### src/cache_settings.svh
`ifndef CACHE_SETTINGS_SVH
`define CACHE_SETTINGS_SVH

// request address and core data width
`define CACHE_ADDR_W     32
`define CACHE_XLEN       64

// line geometry, four doublewords per line
`define CACHE_LINE_W     256
`define CACHE_BEATS      4

// set and address split: tag | index | offset
`define CACHE_SETS       64
`define CACHE_INDEX_W    6
`define CACHE_OFFSET_W   5
`define CACHE_TAG_W      21

// associativity
`define CACHE_WAYS       2

// replacement lfsr start value, must be nonzero
`define CACHE_LFSR_SEED  8'hA5

`endif

### src/cachePkg.sv
`include "cache_settings.svh"
`default_nettype none

package cachePkg;

  // core request address
  typedef logic [`CACHE_ADDR_W-1:0]  addrT;
  // one doubleword, core and memory beat width
  typedef logic [`CACHE_XLEN-1:0]    wordT;
  // full cache line
  typedef logic [`CACHE_LINE_W-1:0]  lineT;
  // set number
  typedef logic [`CACHE_INDEX_W-1:0] indexT;
  // address tag
  typedef logic [`CACHE_TAG_W-1:0]   tagT;
  // one-hot way select, zero = none
  typedef logic [`CACHE_WAYS-1:0]    wayMaskT;

  // config port
  typedef logic [1:0]                cfgAddrT;
  typedef logic [31:0]               cfgDataT;

  // request fsm
  typedef enum logic [2:0] {
    IDLE,
    COMPARE,
    MISS,
    FILL,
    INSTALL
  } ctrlStateT;

endpackage

`default_nettype wire

### src/cacheCtrlRegs.sv
`timescale 1ns/1ns
`default_nettype none

module cacheCtrlRegs (
  input  wire logic              clk,
  input  wire logic              rst_n,
  // config port
  input  wire logic              cfgWrite_i,
  input  wire cachePkg::cfgAddrT cfgAddr_i,
  input  wire cachePkg::cfgDataT cfgWdata_i,
  output cachePkg::cfgDataT      cfgRdata_o,
  // controller status
  input  wire logic              ctrlIdle_i,
  input  wire logic              hitEvent_i,
  input  wire logic              missEvent_i,
  // controls
  output logic                   cacheEnable_o,
  output logic                   flushStrobe_o
);

  // register map
  localparam cachePkg::cfgAddrT ctrlAddr = 2'd0;
  localparam cachePkg::cfgAddrT hitAddr  = 2'd1;
  localparam cachePkg::cfgAddrT missAddr = 2'd2;

  logic              flushPend;
  logic              wrCtrl;
  logic              wrHit;
  logic              wrMiss;
  cachePkg::cfgDataT hitCnt;
  cachePkg::cfgDataT missCnt;

  // clear on write, else count up and stick at all ones
  function automatic cachePkg::cfgDataT bumpCount(input cachePkg::cfgDataT cnt,
                                                  input logic clr, input logic inc);
    if (clr) begin
      return '0;
    end
    if (inc && (cnt != '1)) begin
      return cnt + 1'b1;
    end
    return cnt;
  endfunction

  assign wrCtrl = cfgWrite_i && (cfgAddr_i == ctrlAddr);
  assign wrHit  = cfgWrite_i && (cfgAddr_i == hitAddr);
  assign wrMiss = cfgWrite_i && (cfgAddr_i == missAddr);

  // flush fires in the first idle cycle after the request
  assign flushStrobe_o = flushPend && ctrlIdle_i;

  always_ff @(posedge clk or negedge rst_n) begin
    if (!rst_n) begin
      cacheEnable_o <= 1'b1;
      flushPend     <= 1'b0;
      hitCnt        <= '0;
      missCnt       <= '0;
    end else begin
      if (wrCtrl) begin
        cacheEnable_o <= cfgWdata_i[0];
      end
      // a write landing on the strobe cycle is covered by that flush
      if (flushStrobe_o) begin
        flushPend <= 1'b0;
      end else if (wrCtrl && cfgWdata_i[1]) begin
        flushPend <= 1'b1;
      end
      hitCnt  <= bumpCount(hitCnt, wrHit, hitEvent_i);
      missCnt <= bumpCount(missCnt, wrMiss, missEvent_i);
    end
  end

  // readback, flush bit reads as pending
  always_comb begin
    case (cfgAddr_i)
      ctrlAddr: cfgRdata_o = {30'd0, flushPend, cacheEnable_o};
      hitAddr:  cfgRdata_o = hitCnt;
      missAddr: cfgRdata_o = missCnt;
      default:  cfgRdata_o = '0;
    endcase
  end

  // strobe is a single idle cycle
  assert property (@(posedge clk) disable iff (!rst_n)
    flushStrobe_o |-> ctrlIdle_i ##1 !flushStrobe_o);

endmodule

`default_nettype wire

### config.mk
export PLATFORM = sky130hd
export DESIGN_NAME = cacheCtrlRegs
export DESIGN_NICKNAME = d
export VERILOG_FILES = /design/src/cachePkg.sv /design/src/cacheCtrlRegs.sv
export VERILOG_INCLUDE_DIRS = /design/src /design/src/src
export SDC_FILE = /design/constraint.sdc
export NUM_CORES = 1
export LEC_CHECK = 0
export ABC_AREA = 0
export BUFFER_PORTS_ARGS = -buffer_cell sky130_fd_sc_hd__clkbuf_2
export CORE_ASPECT_RATIO = 1.25
export CORE_UTILIZATION = 60
export DETAILED_ROUTE_END_ITERATION = 6
export PLACE_DENSITY_LB_ADDON = 0.3
export SETUP_SLACK_MARGIN = 0.1
export SYNTH_ARGS = -nofsm -noshare
export SYNTH_HDL_FRONTEND = slang
export SYNTH_SLANG_ARGS = --single-unit
### constraint.sdc
create_clock -name clk -period 6.4 [get_ports clk]
set_clock_uncertainty 0.2 [all_clocks]
set_input_delay 0 -clock clk [delete_from_list [all_inputs] [get_ports clk]]
set_output_delay 0 -clock clk [all_outputs]
set_load 0.02 [all_outputs]
==> out/metrics.csv, run 1 <==
metric,value,unit
largest net degree at the start of global routing,67,
starting density of the core,0.6203,
syn avg cell area,8.913,sq um
cell with the most instances after synthesis,dfrtp_1,
DR DRC count,0,
critical path required time,6430,ps
leakage dissipation,0.001832,uW
Post-CTS Setup Inserts,0,
PwrDens,214.0,mW/mm^2
Post-synth EDFFs,0,
setup TNS,0,ps
ANT nets after route,0,
YS warnings,0,
H-tree depth,3,
CTS Buffer Depth,2,
crit path time final,2634,ps
Antenna diodes,0,
reg2reg end,hitCnt[21],
crit path max fanout,21,
clk sinks,66,
HPWL after detailed placement,7.196,mm
max_slew headroom,0.1202,
First DRT Iteration DRCs,299,
WHS,69.02,ps
final setup violation count,0,
FF-to-FF setup slack,3770,ps
worst hold path depth,3,
core area,0.006524,sq mm
routed vias,3933,
clk slew on worst S/H paths,70,ps
reg2reg start,hitCnt[0],
post-CTS sizing,0,
first-pass GRT wire length,16.74,mm
largest cells by area after synthesis,"dfrtp_1 (40%), a22o_1 (6.5%), a21oi_1 (5.8%)",
"FFs w/ async S/R, synth",1.000,
final hold vios,0,
slowest cell on the critical path,o31ai_2,
CP endpoint kind,flip-flop,
vias per cell,6.689,
layout cell share with drive strength beyond 1,0.1617,
Rows,33,
Max-cap violations,0,
Final GP Congestion,0.8789,
R2R depth,7,
maximum vdd ir drop,0.0001395,V
die area,0.007078,sq mm
Post-Syn Area,0.004046,sq mm
RSZ-0062 raised after global routing,false,
Root Buffer,clkbuf_8,
cts bufs inserted,9,
final period utilization,0.4115,
CTS tree,built,
post-synthesis sequential area ratio,0.4085,
drt wl/cell,17.96,um
Hold Path End,missCnt[21],
Main synth FF type,dfrtp_1,
"slowest stage delay, CP",540,ps
share of the synthesized area in the top cell type,0.4020,
syn_nets,496,
Slew Limit Fails,0,
Pre-antenna DRT Iters,5,
crit-path cells,ha_1 > and4_1 > nand3_1 > o31ai_2 > buf_4 > nor4_1 > o21a_1,
Port Buffer Count,43,
initial antenna violation count,0,
Synth cell types,56,
Layout Area Growth over Synthesis,13.30,%
min-delay worst type,input port to flip-flop,
final net count,538,
crit path DAT,2660,ps
"Clk Latency, worst-skew pair",340,ps
Die Wd,75.45,um
status,"finished, final reports clean",
actual slew at the worst max-slew pin,1314,ps
CP Class,flip-flop to flip-flop,
vias in the first global route,3478,
GRT Overall Usage,0.3143,
fmax,379.7,MHz
min-delay src,cfgAddr_i[1],
Post-Route WL,10.56,mm
Synth area leader,dfrtp_1,
CP Launch Type,flip-flop,
Syn Inst Count,454,
Chip Height,93.82,um
io pins,74,
#FFs+latches synth,66,
overflow left after global routing,0,
list of most frequent post-synthesis cells,"dfrtp_1 (65), a21oi_1 (47), nand2_1 (40)",
-- report_power, final --
part           total [uW]  internal [uW]  switching (uW)
combinational         121           49.5            71.9
clock                 366            199             167
sequential            493            443            50.1
-- through the flow --
stage | worst slack [ps] | cell area, sq um | utilization | cells | power, uW
after CTS | 3812 | 4584 | 0.7027 | 588 | 980.2
after floorplan | 4314 | 4046 | - | 454 | 569.2
final | 3767 | 4584 | 0.7027 | 588 | 980.9
after detailed placement | 3835 | 4300 | 0.6592 | 564 | 615.8
after global routing | 3590 | 4584 | 0.7027 | 588 | 1019
after global placement | 3901 | 4300 | 0.6592 | 564 | 608.8
-- sequential cells by signal, summed over array words and instances, names as in the netlist --
name	count
hitCnt	32
missCnt	32
flushPend	1
cacheEnable_o	1
-- cells in the final DEF, fill, tap and decap left out, types with 10 or more instances in the layout --
cell | netlist | routed
nand4_1 | 24 | 24
clkbuf_8 | 0 | 11
clkbuf_2 | 0 | 42
xnor2_1 | 10 | 10
a22o_1 | 30 | 30
dfrtp_1 | 65 | 65
nor2_1 | 25 | 25
a21oi_1 | 47 | 47
or3_1 | 32 | 32
or4_1 | 10 | 10
o21ai_0 | 24 | 24
nand2_1 | 40 | 40
nand3_1 | 19 | 19
-- final cells by class --
| cell class | count | area, sq um |
|---|---|---|
| Fill cell | 536 | 1939 |
| Clock buffer | 11 | 151.4 |
| Multi-Input combinational cell | 356 | 2263 |
| Timing Repair Buffer | 55 | 325.3 |
| Clock inverter | 5 | 52.55 |
| Inverter | 8 | 30.03 |
| Tap cell | 87 | 108.9 |
| Sequential cell | 66 | 1653 |
-- critical path, delay by kind of cell, from the launching register on --
kind,cells,cell delay [ps]
flip-flops,1,450
buffers and inverters,1,330
AO/OA/AOI/OAI,2,710
adder cells (fa/ha/maj),1,270
AND/OR/NAND/NOR,3,560
-- how the worst max path moves through the flow --
stage,start,to,slack (ps),cells past startpoint
floorplan,hitCnt[0],hitCnt[6],4310,8
global placement,hitCnt[0],hitCnt[21],3900,7
detailed placement,hitCnt[0],hitCnt[21],3830,7
CTS,hitCnt[0],hitCnt[21],3810,7
global route,hitCnt[0],hitCnt[5],3590,7
finish,hitCnt[0],hitCnt[21],3770,7
-- logic make-up (layout without fill, tap and decap cells) --
| logic type | count (synthesis) | in the layout | synth area share |
|---|---|---|---|
| AND/OR/NAND/NOR | 198 | 198 | 0.2835 |
| AO/OA/AOI/OAI | 137 | 137 | 0.2245 |
| adder cells (fa/ha/maj) | 2 | 2 | 0.006183 |
| buffers and inverters | 32 | 79 | 0.03463 |
| multiplexers | 4 | 4 | 0.01020 |
| XOR/XNOR | 15 | 15 | 0.03247 |
| flip-flops | 66 | 66 | 0.4085 |
-- routing by layer --
metal,up-vias,part of all wire,global-route usage
li1,1823,-,-
met1,1938,0.42,0.4225
met2,147,0.50,0.5052
met3,25,0.063,0.04614
met4,0,0.018,0.1204
met5,-,0,0
-- repair_timing --
item	4_1_cts	5_1_grt
endpoints found under the hold margin	77	0
hold buffers	8	0
endpoints found under the setup margin	0	0
Note: power is estimated with default switching activity, not from simulation.
==> run 2: changes to the inputs <==
- CORE_UTILIZATION: 60 -> 56
- clock period: 6.4 -> 2.5 ns (I/O delays scaled with it)
==> out/metrics.csv, run 2 (synthesis results as in run 1) <==
metric,value,unit,change
status,"finished, final reports clean",,
Final GP Congestion,0.8369,,-4.8%
Top Registers,"hitCnt: 32 flops, missCnt: 32 flops",,
routed vias,4002,,+1.8%
First DRT Iteration DRCs,251,,-16%
DR DRC count,0,,unchanged
ANT nets after route,0,,unchanged
fmax,427.7,MHz,+13%
CP endpoint,hitCnt[31],,
final net count,564,,+4.8%
crit-path cells,and4_1 > and4_1 > a211o_4 > or4_1 > a21oi_1,,
Max-cap violations,0,,unchanged
R2R depth,5,,-2
CTS Buffer Depth,2,,unchanged
H-tree depth,3,,unchanged
clk sinks,66,,unchanged
FILL cells,588,,+9.7%
reg2reg start,hitCnt[31],,
slowest cell on the critical path,or4_1,,
RSZ-0062 raised after global routing,false,,
critical path required time,2570,ps,-3860 ps
HPWL after detailed placement,7.530,mm,+4.6%
actual slew at the worst max-slew pin,853.8,ps,-459.9 ps
Die Wd,78.03,um,+3.4%
vias in the first global route,3686,,+6.0%
CP Launch Type,flip-flop,,
crit path max fanout,15,,-29%
"slowest stage delay, CP",510,ps,-30 ps
vias per cell,6.497,,-2.9%
crit path launch,hitCnt[31],,
starting density of the core,0.5800,,-0.04027
setup TNS,0,ps,unchanged
maximum vdd ir drop,0.0005143,V,+270%
cts bufs inserted,9,,unchanged
CTS tree,built,,
layout cell share with drive strength beyond 1,0.2091,,+0.04745
"most common cell after layout, fill and taps aside",dfrtp_1,,
cell repeated most along the worst path,and4_1,,
Slew Limit Fails,0,,unchanged
Rows,34,,+3.0%
final worst setup slack,162.0,ps,-3605 ps
clk slew on worst S/H paths,70,ps,about the same
dpl ws,104.2,ps,-3731 ps
die area,0.007572,sq mm,+7.0%
core area,0.006977,sq mm,+6.9%
largest net degree at the start of global routing,67,,unchanged
final hold vios,0,,unchanged
Root Buffer,clkbuf_8,,
crit path DAT,2410,ps,-250 ps
final period utilization,0.9352,,+0.5237
CP endpoint kind,flip-flop,,
CP Class,flip-flop to flip-flop,,
Antenna diodes,0,,unchanged
GRT Overall Usage,0.3002,,-0.01407
drt wl/cell,17.58,um,-2.2%
most frequent cells in the layout,"dfrtp_1 (62), a21oi_1 (47), clkbuf_2 (42), nand2_1 (40), or3_1 (32)",,
"Clk Latency, worst-skew pair",350,ps,about the same
reg2reg end,hitCnt[31],,
PwrDens,519.7,mW/mm^2,+140%
leakage dissipation,0.001987,uW,+8.4%
FF-to-FF setup slack,160,ps,-3600 ps
io pins,74,,unchanged
crit path time final,2338,ps,-295.5 ps
Chip Height,97.04,um,+3.4%
Pre-antenna DRT Iters,5,,unchanged
initial antenna violation count,0,,unchanged
final setup violation count,0,,unchanged
Port Buffer Count,43,,unchanged
max_slew headroom,0.4308,,+0.3105
first-pass GRT wire length,17.73,mm,+5.9%
overflow left after global routing,0,,unchanged
min-delay worst type,input port to flip-flop,,
Layout Area Growth over Synthesis,18.61,%,
Post-Route WL,10.83,mm,+2.5%
-- run 2: cell types whose count changed in the layout (fill, tap and decap cells not counted), sizes merged --
cell / delta
buf: +26
clkbuf: +1
clkinv: -1
clkinvlp: -1
-- run 2: how the worst min path moves through the flow --
stage                 start  slack [ps]          to  cells after the start
2_1_floorplan         rst_n        -500   flushPend                      0
3_3_place_gp     ctrlIdle_i         -10   flushPend                      2
3_5_place_dp     ctrlIdle_i        -0.6   flushPend                      2
4_1_cts        cfgAddr_i[1]          20  hitCnt[21]                      4
5_1_grt        cfgAddr_i[1]          80  hitCnt[21]                      4
6_report       cfgAddr_i[1]          40  hitCnt[21]                      4
-- run 2: final cells by class --
type	instances	area, sq um	area share
clock buffer	12	145.1	0.03024
clock inverter	3	40.04	0.008342
inverter	8	30.03	0.006257
multi-input combinational	356	2295	0.4781
sequential	66	1657	0.3452
tap	90	112.6	0.02346
timing repair buffer	81	520.5	0.1084
-- run 2: repair_timing --
item | 4_1_cts | 5_1_grt
gates cloned | 0 | 0
buffers inserted | 0 | 1
setup endpoints to repair | 4 | 15
hold endpoints to repair | 74 | 0
gates resized for setup | 1 | 8
pin swaps | 0 | 5
hold buffers | 8 | 0
-- run 2: metal layers --
layer | wire length [um] | track usage
met1 | 4594 | 0.3995
met3 | 532 | 0.03585
met2 | 5365 | 0.4786
met4 | 334 | 0.1567
met5 | 0 | 0
-- run 2: through the flow --
stage	area, sq um	util	cells	power [uW]	hold WS (ps)
after global placement	4492	0.6438	592	1590	-10.43
final	4800	0.6879	616	2494	42.41
after global routing	4800	0.6879	616	2590	83.41
after CTS	4762	0.6826	615	2492	17.17
after floorplan	4046	-	454	1457	-495.6
after detailed placement	4492	0.6438	592	1603	-0.6222
-- run 2: where the power goes --
group | total, uW | leakage (uW) | internal, uW | switching [uW]
combinational | 374 | 0.000986 | 155 | 219
sequential | 1240 | 0.000905 | 1140 | 97.7
clock | 885 | 0.0000962 | 480 | 405
total | 2490 | 0.00199 | 1770 | 722
-- run 2: critical path: cells and delay by family, from the launching register on --
kind               cells  cell delay, ps
AOI/OAI and AO/OA      2             570
DFF                    1             450
and+or+nand+nor        3            1040
