<file path="src/cache_settings.svh">
`ifndef CACHE_SETTINGS_SVH
`define CACHE_SETTINGS_SVH

// request address and core data width
`define CACHE_ADDR_W     32
`define CACHE_XLEN       64

// line geometry, four doublewords per line
`define CACHE_LINE_W     256
`define CACHE_BEATS      4

// set and address split: tag | index | offset
`define CACHE_SETS       64
`define CACHE_INDEX_W    6
`define CACHE_OFFSET_W   5
`define CACHE_TAG_W      21

// associativity
`define CACHE_WAYS       2

// replacement lfsr start value, must be nonzero
`define CACHE_LFSR_SEED  8'hA5

`endif

</file>
<file path="src/cachePkg.sv">
`include "cache_settings.svh"
`default_nettype none

package cachePkg;

  // core request address
  typedef logic [`CACHE_ADDR_W-1:0]  addrT;
  // one doubleword, core and memory beat width
  typedef logic [`CACHE_XLEN-1:0]    wordT;
  // full cache line
  typedef logic [`CACHE_LINE_W-1:0]  lineT;
  // set number
  typedef logic [`CACHE_INDEX_W-1:0] indexT;
  // address tag
  typedef logic [`CACHE_TAG_W-1:0]   tagT;
  // one-hot way select, zero = none
  typedef logic [`CACHE_WAYS-1:0]    wayMaskT;

  // config port
  typedef logic [1:0]                cfgAddrT;
  typedef logic [31:0]               cfgDataT;

  // request fsm
  typedef enum logic [2:0] {
    IDLE,
    COMPARE,
    MISS,
    FILL,
    INSTALL
  } ctrlStateT;

endpackage

`default_nettype wire

</file>
<file path="src/cacheArrayIf.sv">
`timescale 1ns/1ns
`default_nettype none

interface cacheArrayIf;

  // driven by controller
  cachePkg::indexT   index;
  logic              rdEn;
  cachePkg::wayMaskT wrWay;
  cachePkg::tagT     wrTag;
  cachePkg::lineT    wrLine;

  // tag array read results
  cachePkg::tagT     rdTag0;
  cachePkg::tagT     rdTag1;
  logic              rdValid0;
  logic              rdValid1;

  // data array read results
  cachePkg::lineT    rdLine0;
  cachePkg::lineT    rdLine1;

  modport ctrl (
    output index, rdEn, wrWay, wrTag, wrLine,
    input  rdTag0, rdTag1, rdValid0, rdValid1,
    input  rdLine0, rdLine1
  );

  modport tags (
    input  index, rdEn, wrWay, wrTag,
    output rdTag0, rdTag1, rdValid0, rdValid1
  );

  modport lines (
    input  index, rdEn, wrWay, wrLine,
    output rdLine0, rdLine1
  );

endinterface

`default_nettype wire

</file>
<file path="src/cacheController.sv">
`include "cache_settings.svh"
`timescale 1ns/1ns
`default_nettype none

module cacheController (
  input  wire logic           clk,
  input  wire logic           rst_n,
  // core side
  input  wire logic           reqValid_i,
  input  wire cachePkg::addrT reqAddr_i,
  output logic                addrOk_o,
  output logic                dataOk_o,
  output cachePkg::wordT      rdData_o,
  // memory side
  output logic                memReqValid_o,
  input  wire logic           memReqReady_i,
  output cachePkg::addrT      memAddr_o,
  input  wire logic           memRdValid_i,
  input  wire logic           memRdLast_i,
  input  wire cachePkg::wordT memRdData_i,
  // tag and data arrays
  cacheArrayIf.ctrl           arr,
  // register block
  input  wire logic           cacheEnable_i,
  output logic                ctrlIdle_o,
  output logic                hitEvent_o,
  output logic                missEvent_o
);

  // address split: tag | index | offset
  localparam int idxLo    = `CACHE_OFFSET_W;
  localparam int tagLo    = `CACHE_OFFSET_W + `CACHE_INDEX_W;
  // doubleword select and beat count share a width
  localparam int wordSelW = $clog2(`CACHE_BEATS);

  cachePkg::ctrlStateT   state;
  cachePkg::ctrlStateT   nextState;

  cachePkg::addrT        reqAddr;
  cachePkg::tagT         reqTag;
  cachePkg::indexT       reqIndex;
  logic [wordSelW-1:0]   reqWord;

  logic                  hit0;
  logic                  hit1;
  logic                  lookupHit;
  logic                  inCompare;
  logic                  inInstall;
  logic                  accept;

  cachePkg::lineT        fillBuf;
  logic [wordSelW-1:0]   beatCnt;
  cachePkg::lineT        outLine;

  logic [7:0]            lfsr;
  logic                  lfsrFb;
  cachePkg::wayMaskT     victim;

  // latched request fields
  assign reqTag   = reqAddr[`CACHE_ADDR_W-1:tagLo];
  assign reqIndex = reqAddr[tagLo-1:idxLo];
  assign reqWord  = reqAddr[`CACHE_OFFSET_W-1 -: wordSelW];

  assign inCompare = (state == cachePkg::COMPARE);
  assign inInstall = (state == cachePkg::INSTALL);

  // tag compare against held array outputs
  assign hit0 = arr.rdValid0 && (arr.rdTag0 == reqTag);
  assign hit1 = arr.rdValid1 && (arr.rdTag1 == reqTag);
  // disabled cache never hits, every lookup refills
  assign lookupHit = cacheEnable_i && (hit0 || hit1);

  // core handshake
  assign addrOk_o = (state == cachePkg::IDLE) || (inCompare && lookupHit);
  assign accept   = reqValid_i && addrOk_o;
  assign dataOk_o = (inCompare && lookupHit) || inInstall;

  // data from hit way, or from refill buffer on the install cycle
  assign outLine  = inInstall ? fillBuf : (hit1 ? arr.rdLine1 : arr.rdLine0);
  assign rdData_o = outLine[reqWord*`CACHE_XLEN +: `CACHE_XLEN];

  // status toward regs, one pulse per lookup
  assign ctrlIdle_o  = (state == cachePkg::IDLE);
  assign hitEvent_o  = inCompare && lookupHit;
  assign missEvent_o = inCompare && !lookupHit;

  // line request, held in MISS until ready
  assign memReqValid_o = (state == cachePkg::MISS);
  assign memAddr_o     = {reqAddr[`CACHE_ADDR_W-1:idxLo], {`CACHE_OFFSET_W{1'b0}}};

  // array port
  // new lookups read at the incoming index, install writes the latched one
  assign arr.rdEn   = accept;
  assign arr.index  = accept ? reqAddr_i[tagLo-1:idxLo] : reqIndex;
  assign arr.wrTag  = reqTag;
  assign arr.wrLine = fillBuf;
  assign arr.wrWay  = (inInstall && cacheEnable_i) ? victim : '0;

  // victim: first invalid way, else lfsr pick
  // valid bits still hold the lookup of this set
  always_comb begin
    if (!arr.rdValid0) begin
      victim = 2'b01;
    end else if (!arr.rdValid1) begin
      victim = 2'b10;
    end else begin
      victim = lfsr[0] ? 2'b10 : 2'b01;
    end
  end

  // x^8 + x^6 + x^5 + x^4 + 1, free running
  assign lfsrFb = lfsr[7] ^ lfsr[5] ^ lfsr[4] ^ lfsr[3];

  always_ff @(posedge clk or negedge rst_n) begin
    if (!rst_n) begin
      lfsr <= `CACHE_LFSR_SEED;
    end else begin
      lfsr <= {lfsr[6:0], lfsrFb};
    end
  end

  // next state
  always_comb begin
    nextState = state;
    case (state)
      cachePkg::IDLE: begin
        if (accept) begin
          nextState = cachePkg::COMPARE;
        end
      end
      cachePkg::COMPARE: begin
        // a hit can take the next request straight away
        if (!lookupHit) begin
          nextState = cachePkg::MISS;
        end else if (!reqValid_i) begin
          nextState = cachePkg::IDLE;
        end
      end
      cachePkg::MISS: begin
        if (memReqReady_i) begin
          nextState = cachePkg::FILL;
        end
      end
      cachePkg::FILL: begin
        if (memRdValid_i && memRdLast_i) begin
          nextState = cachePkg::INSTALL;
        end
      end
      cachePkg::INSTALL: begin
        nextState = cachePkg::IDLE;
      end
      default: begin
        nextState = cachePkg::IDLE;
      end
    endcase
  end

  always_ff @(posedge clk or negedge rst_n) begin
    if (!rst_n) begin
      state <= cachePkg::IDLE;
    end else begin
      state <= nextState;
    end
  end

  // request latch
  always_ff @(posedge clk) begin
    if (accept) begin
      reqAddr <= reqAddr_i;
    end
  end

  // beat counter, rearmed while waiting on the request
  always_ff @(posedge clk or negedge rst_n) begin
    if (!rst_n) begin
      beatCnt <= '0;
    end else if (state == cachePkg::MISS) begin
      beatCnt <= '0;
    end else if ((state == cachePkg::FILL) && memRdValid_i) begin
      beatCnt <= beatCnt + 1'b1;
    end
  end

  // refill buffer, lowest doubleword arrives first
  always_ff @(posedge clk) begin
    if ((state == cachePkg::FILL) && memRdValid_i) begin
      fillBuf[beatCnt*`CACHE_XLEN +: `CACHE_XLEN] <= memRdData_i;
    end
  end

  // install never touches both ways
  assert property (@(posedge clk) disable iff (!rst_n)
    $onehot0(arr.wrWay));

  // request and address held until memory takes them
  assert property (@(posedge clk) disable iff (!rst_n)
    memReqValid_o && !memReqReady_i |=> memReqValid_o && $stable(memAddr_o));

endmodule

`default_nettype wire

</file>
<file path="src/flat_wrapper.sv">
// flat-port wrapper written by rule: the top's interface ports become plain ports
module cacheController_flat 
  (clk, rst_n, reqValid_i, reqAddr_i, addrOk_o, dataOk_o, rdData_o, memReqValid_o, memReqReady_i, memAddr_o, memRdValid_i, memRdLast_i, memRdData_i, cacheEnable_i, ctrlIdle_o, hitEvent_o, missEvent_o, arr_index, arr_rdEn, arr_wrWay, arr_wrTag, arr_wrLine, arr_rdTag0, arr_rdTag1, arr_rdValid0, arr_rdValid1, arr_rdLine0, arr_rdLine1);
  cacheArrayIf arr_i ();
  input  wire logic clk;
  input  wire logic rst_n;
  input  wire logic reqValid_i;
  input  wire cachePkg::addrT reqAddr_i;
  output logic addrOk_o;
  output logic dataOk_o;
  output cachePkg::wordT rdData_o;
  output logic memReqValid_o;
  input  wire logic memReqReady_i;
  output cachePkg::addrT memAddr_o;
  input  wire logic memRdValid_i;
  input  wire logic memRdLast_i;
  input  wire cachePkg::wordT memRdData_i;
  input  wire logic cacheEnable_i;
  output logic ctrlIdle_o;
  output logic hitEvent_o;
  output logic missEvent_o;
  output wire logic [$bits(arr_i.index)-1:0] arr_index;
  output wire logic [$bits(arr_i.rdEn)-1:0] arr_rdEn;
  output wire logic [$bits(arr_i.wrWay)-1:0] arr_wrWay;
  output wire logic [$bits(arr_i.wrTag)-1:0] arr_wrTag;
  output wire logic [$bits(arr_i.wrLine)-1:0] arr_wrLine;
  input wire logic [$bits(arr_i.rdTag0)-1:0] arr_rdTag0;
  input wire logic [$bits(arr_i.rdTag1)-1:0] arr_rdTag1;
  input wire logic [$bits(arr_i.rdValid0)-1:0] arr_rdValid0;
  input wire logic [$bits(arr_i.rdValid1)-1:0] arr_rdValid1;
  input wire logic [$bits(arr_i.rdLine0)-1:0] arr_rdLine0;
  input wire logic [$bits(arr_i.rdLine1)-1:0] arr_rdLine1;
  assign arr_index = arr_i.index;
  assign arr_rdEn = arr_i.rdEn;
  assign arr_wrWay = arr_i.wrWay;
  assign arr_wrTag = arr_i.wrTag;
  assign arr_wrLine = arr_i.wrLine;
  assign arr_i.rdTag0 = arr_rdTag0;
  assign arr_i.rdTag1 = arr_rdTag1;
  assign arr_i.rdValid0 = arr_rdValid0;
  assign arr_i.rdValid1 = arr_rdValid1;
  assign arr_i.rdLine0 = arr_rdLine0;
  assign arr_i.rdLine1 = arr_rdLine1;
  cacheController u_core (.clk(clk), .rst_n(rst_n), .reqValid_i(reqValid_i), .reqAddr_i(reqAddr_i), .addrOk_o(addrOk_o), .dataOk_o(dataOk_o), .rdData_o(rdData_o), .memReqValid_o(memReqValid_o), .memReqReady_i(memReqReady_i), .memAddr_o(memAddr_o), .memRdValid_i(memRdValid_i), .memRdLast_i(memRdLast_i), .memRdData_i(memRdData_i), .arr(arr_i), .cacheEnable_i(cacheEnable_i), .ctrlIdle_o(ctrlIdle_o), .hitEvent_o(hitEvent_o), .missEvent_o(missEvent_o));
endmodule
</file>
<file path="config.mk">
export PLATFORM = sky130hd
export DESIGN_NAME = cacheController_flat
export DESIGN_NICKNAME = d
export VERILOG_FILES = /design/src/cachePkg.sv /design/src/cacheArrayIf.sv /design/src/cacheController.sv /design/src/flat_wrapper.sv
export VERILOG_INCLUDE_DIRS = /design/src /design/src/src
export SDC_FILE = /design/constraint.sdc
export NUM_CORES = 1
export LEC_CHECK = 0
export ABC_AREA = 0
export BUFFER_PORTS_ARGS = -buffer_cell sky130_fd_sc_hd__buf_2
export CAP_MARGIN = 5
export CORE_AREA = 5 5 402 404
export DETAILED_ROUTE_END_ITERATION = 10
export DIE_AREA = 0 0 407 409
export GPL_ROUTABILITY_DRIVEN = 1
export SETUP_SLACK_MARGIN = 0.15
export SKIP_CTS_REPAIR_TIMING = 1
export SYNTH_ARGS = -nofsm -noshare
export SYNTH_HDL_FRONTEND = slang
export SYNTH_SLANG_ARGS = --single-unit
</file>
<file path="constraint.sdc">
create_clock -name clk -period 5.9 [get_ports clk]
set_clock_uncertainty 0.15 [all_clocks]
set_input_delay 0.885 -clock clk [delete_from_list [all_inputs] [get_ports clk]]
set_output_delay 0.885 -clock clk [all_outputs]
set_load 0.005 [all_outputs]
</file>
==> summary.md <==
| Metric | Value |
|---|---|
| Maximum vdd ir drop | `0.3627 mV` |
| Worst slew pin tran | `~1 ns` |
| Synth Flop Type | `edfxtp_1` |
| Total gr overflow | `0` |
| Peak Freq | `182.7 MHz` |
| Core area | `between 150,000 and 200,000 sq um` |
| Crit-path cells | `xor2_1 > nor4_2 > nand4_4 > buf_12 > buf_4 > o311ai_0 > a21oi_1 > o31ai_1 > buf_2` |
| Max Slew Vio Count | `0` |
| Final Cycle Share | `0.9278` |
| Yosys top cell by area | `edfxtp_1` |
| Part of the power in registers | `0.350` |
| Avg WL per Cell | `between 20 and 30 microns` |
| Post-Synthesis Cells | `roughly 2,300` |
| Worst setup EP type | `primary output` |
| Root buffer cell | `clkbuf_16` |
| Slew headroom | `0.3326` |
| Vias per std cell | `4.412` |
| Pleak | `0.01235 uW` |
| GRT Util Overall | `0.1662` |
| Combinational share of power | `0.330` |
| Worst Slack Setup Final | `roughly 0.43 ns` |
| Flop-to-flop setup slack | `between 2 and 2.5 ns` |
| # fillers | `between 15,000 and 20,000` |
| Yosys top cell area share | `0.4258` |
| Initial antenna violation count | `50` |
| Top Metal Used | `met5` |
| Synth top area cells | `edfxtp_1 43%, nand2_1 9.7%, a21oi_1 9.6%` |
| Switching Fraction | `0.3752` |
| WL met3 | `approximately 14,000 microns` |
| Std cell rows | `around 150` |
| Clock slew at reported path FFs | `~0.06 ns` |
| Hold Path Class | `in -> async` |
| Setup TNS | `0 ns` |
| Cell Pwr Density | `284.0 nW/um^2` |
| Synth warn | `0` |
| Nets | `roughly 3,800` |
| DR WL met2 | `slightly below 70,000 microns` |
| Int Power | `between 5000 and 6000 uW` |
| IO Port Bufs | `1,038` |
| Routability cong. | `1.011` |
| Clock network fraction of design power | `0.320` |
| TritonRoute pass-1 iters | `6` |
| Sw Pwr | `~3100 uW` |
| Mapped cell area | `about 20,000 sq um` |
| Commonest cells after routing, fill and taps aside | `1,038 x buf_2, 522 x nand2_1, 386 x a21oi_1, 285 x edfxtp_1, 258 x and2_1` |
| Die Ht | `409 microns` |
| Synth async-reset ratio | `0.04362` |
| Initial cell density of the core | `0.1276` |
| Total CTS buffers | `41` |
| Sequential fraction of the synthesis area | `0.4423` |
| Max FO, Critical Path | `between 80 and 90` |
| Met1 WL | `~61,000 microns` |
| Detail Placement HPWL | `117,300 microns` |
| EDFF count, synth | `roughly 290` |
| DRT antenna net count | `0` |
| Hold Slack | `between 0.03 and 0.04 ns` |
| Post-route minimum period | `approximately 5.5 ns` |
| Die width | `between 400 and 500 microns` |
| Outcome | `complete, no violations` |
| Share of cells above drive strength 1 | `0.3820` |
| Worst path slowest cell | `nor4_2` |
| Critical Path RT | `4.87 ns` |
| RSZ-0062 raised after global routing | `false` |
| I/O pin count | `~1,000` |
| CTS H-tree depth | `2` |
| CTS sink cnt | `just under 300` |
| Pin count of the biggest net entering global routing | `about 120` |
| Synth-to-Final Area Change | `43.39%` |
| Delay-heaviest family, CP | `simple AND/OR/NAND/NOR gates` |
| DR iter-0 viols | `between 3,000 and 4,000` |
| Slowest Stage Delay on Critical Path | `roughly 0.75 ns` |
| Clock latency on the worst-skew pair | `roughly 0.60 ns` |
| CTS tree | `built` |
| Yosys reg bits | `between 200 and 300` |
| Critical path class | `reg -> out` |
| Routed WL | `between 100,000 and 150,000 microns` |
| Synth cell types | `43` |
| Worst EP arrival | `about 4.4 ns` |
| Vias | `between 20,000 and 25,000` |
| Clock buffer depth | `3` |
| Die area | `~170,000 sq um` |
| CP Buf/Inv Count | `3` |
| Syn avg cell area | `approximately 8.8 sq um` |
| Crit start category | `flop` |
| Setup Viol. Count Final | `0` |
| Most common library cell in the layout ignoring fill and taps | `buf_2` |
| Max_cap viols | `0` |
| DRC Markers | `0` |
| First-pass GRT wire length | `just under 200,000 microns` |
| Vias in the first global route | `22,270` |
| Final Hold Fails | `0` |
| Pre-CTS setup slack | `approximately 0.65 ns` |
cells by family after synthesis:
group,after synthesis,synth area share
DFF,298,0.4423
xor gates and xnor gates,45,0.01961
muxes,1,0.0005603
AOI/OAI and AO/OA,803,0.2627
other,1,0.0001866
buffers and inverters,303,0.07726
and+or+nand+nor,830,0.1943
adders and majority gates,5,0.003113
per-layer routing:
layer	GRT usage	vias to the layer above
met1	0.2152	11430
met4	0.06088	20
met5	0	-
li1	-	10150
met3	0.04181	268
met2	0.2665	1506
state kept, by name, summed over array words and instances, names as in the netlist:
name,count
u_core.lfsr,8
u_core.beatCnt,2
u_core.state,3
u_core.reqAddr,29
u_core.arr.wrLine,256
metrics by stage:
stage	utilization	cell area (sq um)	std cells	total power, uW
after floorplan	-	20110	2290	4046
after global placement	0.1741	27420	5204	5605
after detailed placement	0.1741	27420	5204	5633
after CTS	0.1827	28770	5276	8341
after global routing	0.1828	28790	5285	8584
final	0.1830	28820	5296	8185
cell type report:
cell class / count / area [sq um] / share of cell area
antenna: 20 / 50.05 / 0.001737
clock buffer: 53 / 1124 / 0.03899
clock inverter: 19 / 226.5 / 0.007859
inverter: 11 / 41.29 / 0.001433
multi-input combinational: 1689 / 9754 / 0.3385
sequential: 298 / 8889 / 0.3084
tap: 2072 / 2592 / 0.08996
timing repair buffer: 1134 / 6141 / 0.2131
Yosys cell counts, types with 3 or more instances:
cell type    n
dfstp_2      4
clkbuf_1   157
a21oi_1    387
nor3_1       4
nor4_1       5
xor2_1      42
edfxtp_1   285
buf_6       19
ha_1         5
o31ai_2      4
buf_1       22
o31ai_1    189
buf_4       54
buf_2       38
o221ai_1    64
o311ai_1    32
nand2_1    522
xnor2_1      3
o311ai_0    96
o21ai_0     20
inv_1       11
nand2b_1     4
nor4_2       5
and2_1     263
o211ai_1     6
nor2_1       7
nor3b_1      3
nor2b_1      8
dfrtp_1      9
power groups by stage:
stage	Clock, uW	Combinational, uW	Sequential [uW]
after floorplan	0	1230	2820
after global placement	0	2710	2890
after detailed placement	0	2740	2890
after CTS	2740	2740	2860
after global routing	2800	2910	2870
final	2620	2700	2870
worst paths after layout:
kind,from,end,cells past startpoint
worst max-delay path,u_core.reqAddr[26],rdData_o[0],9
worst min-delay path,rst_n,u_core.state[1],1
worst max register to register,u_core.reqAddr[26],u_core.reqAddr[4],8
worst min register to register,u_core.lfsr[6],u_core.lfsr[7],0
max in group asynchronous,rst_n,u_core.lfsr[5],1
min in group clk,u_core.lfsr[6],u_core.lfsr[7],0
worst reg2reg max path: stages, from the launching register on:
cell	delay, ns
edfxtp_1	0.50
xor2_1	0.23
nor4_2	0.75
nand4_4	0.27
buf_12	0.26
o22a_1	0.44
o21ai_0	0.27
and2_1	0.20
buf_4	0.41
Power figures use the tool's default switching activity.
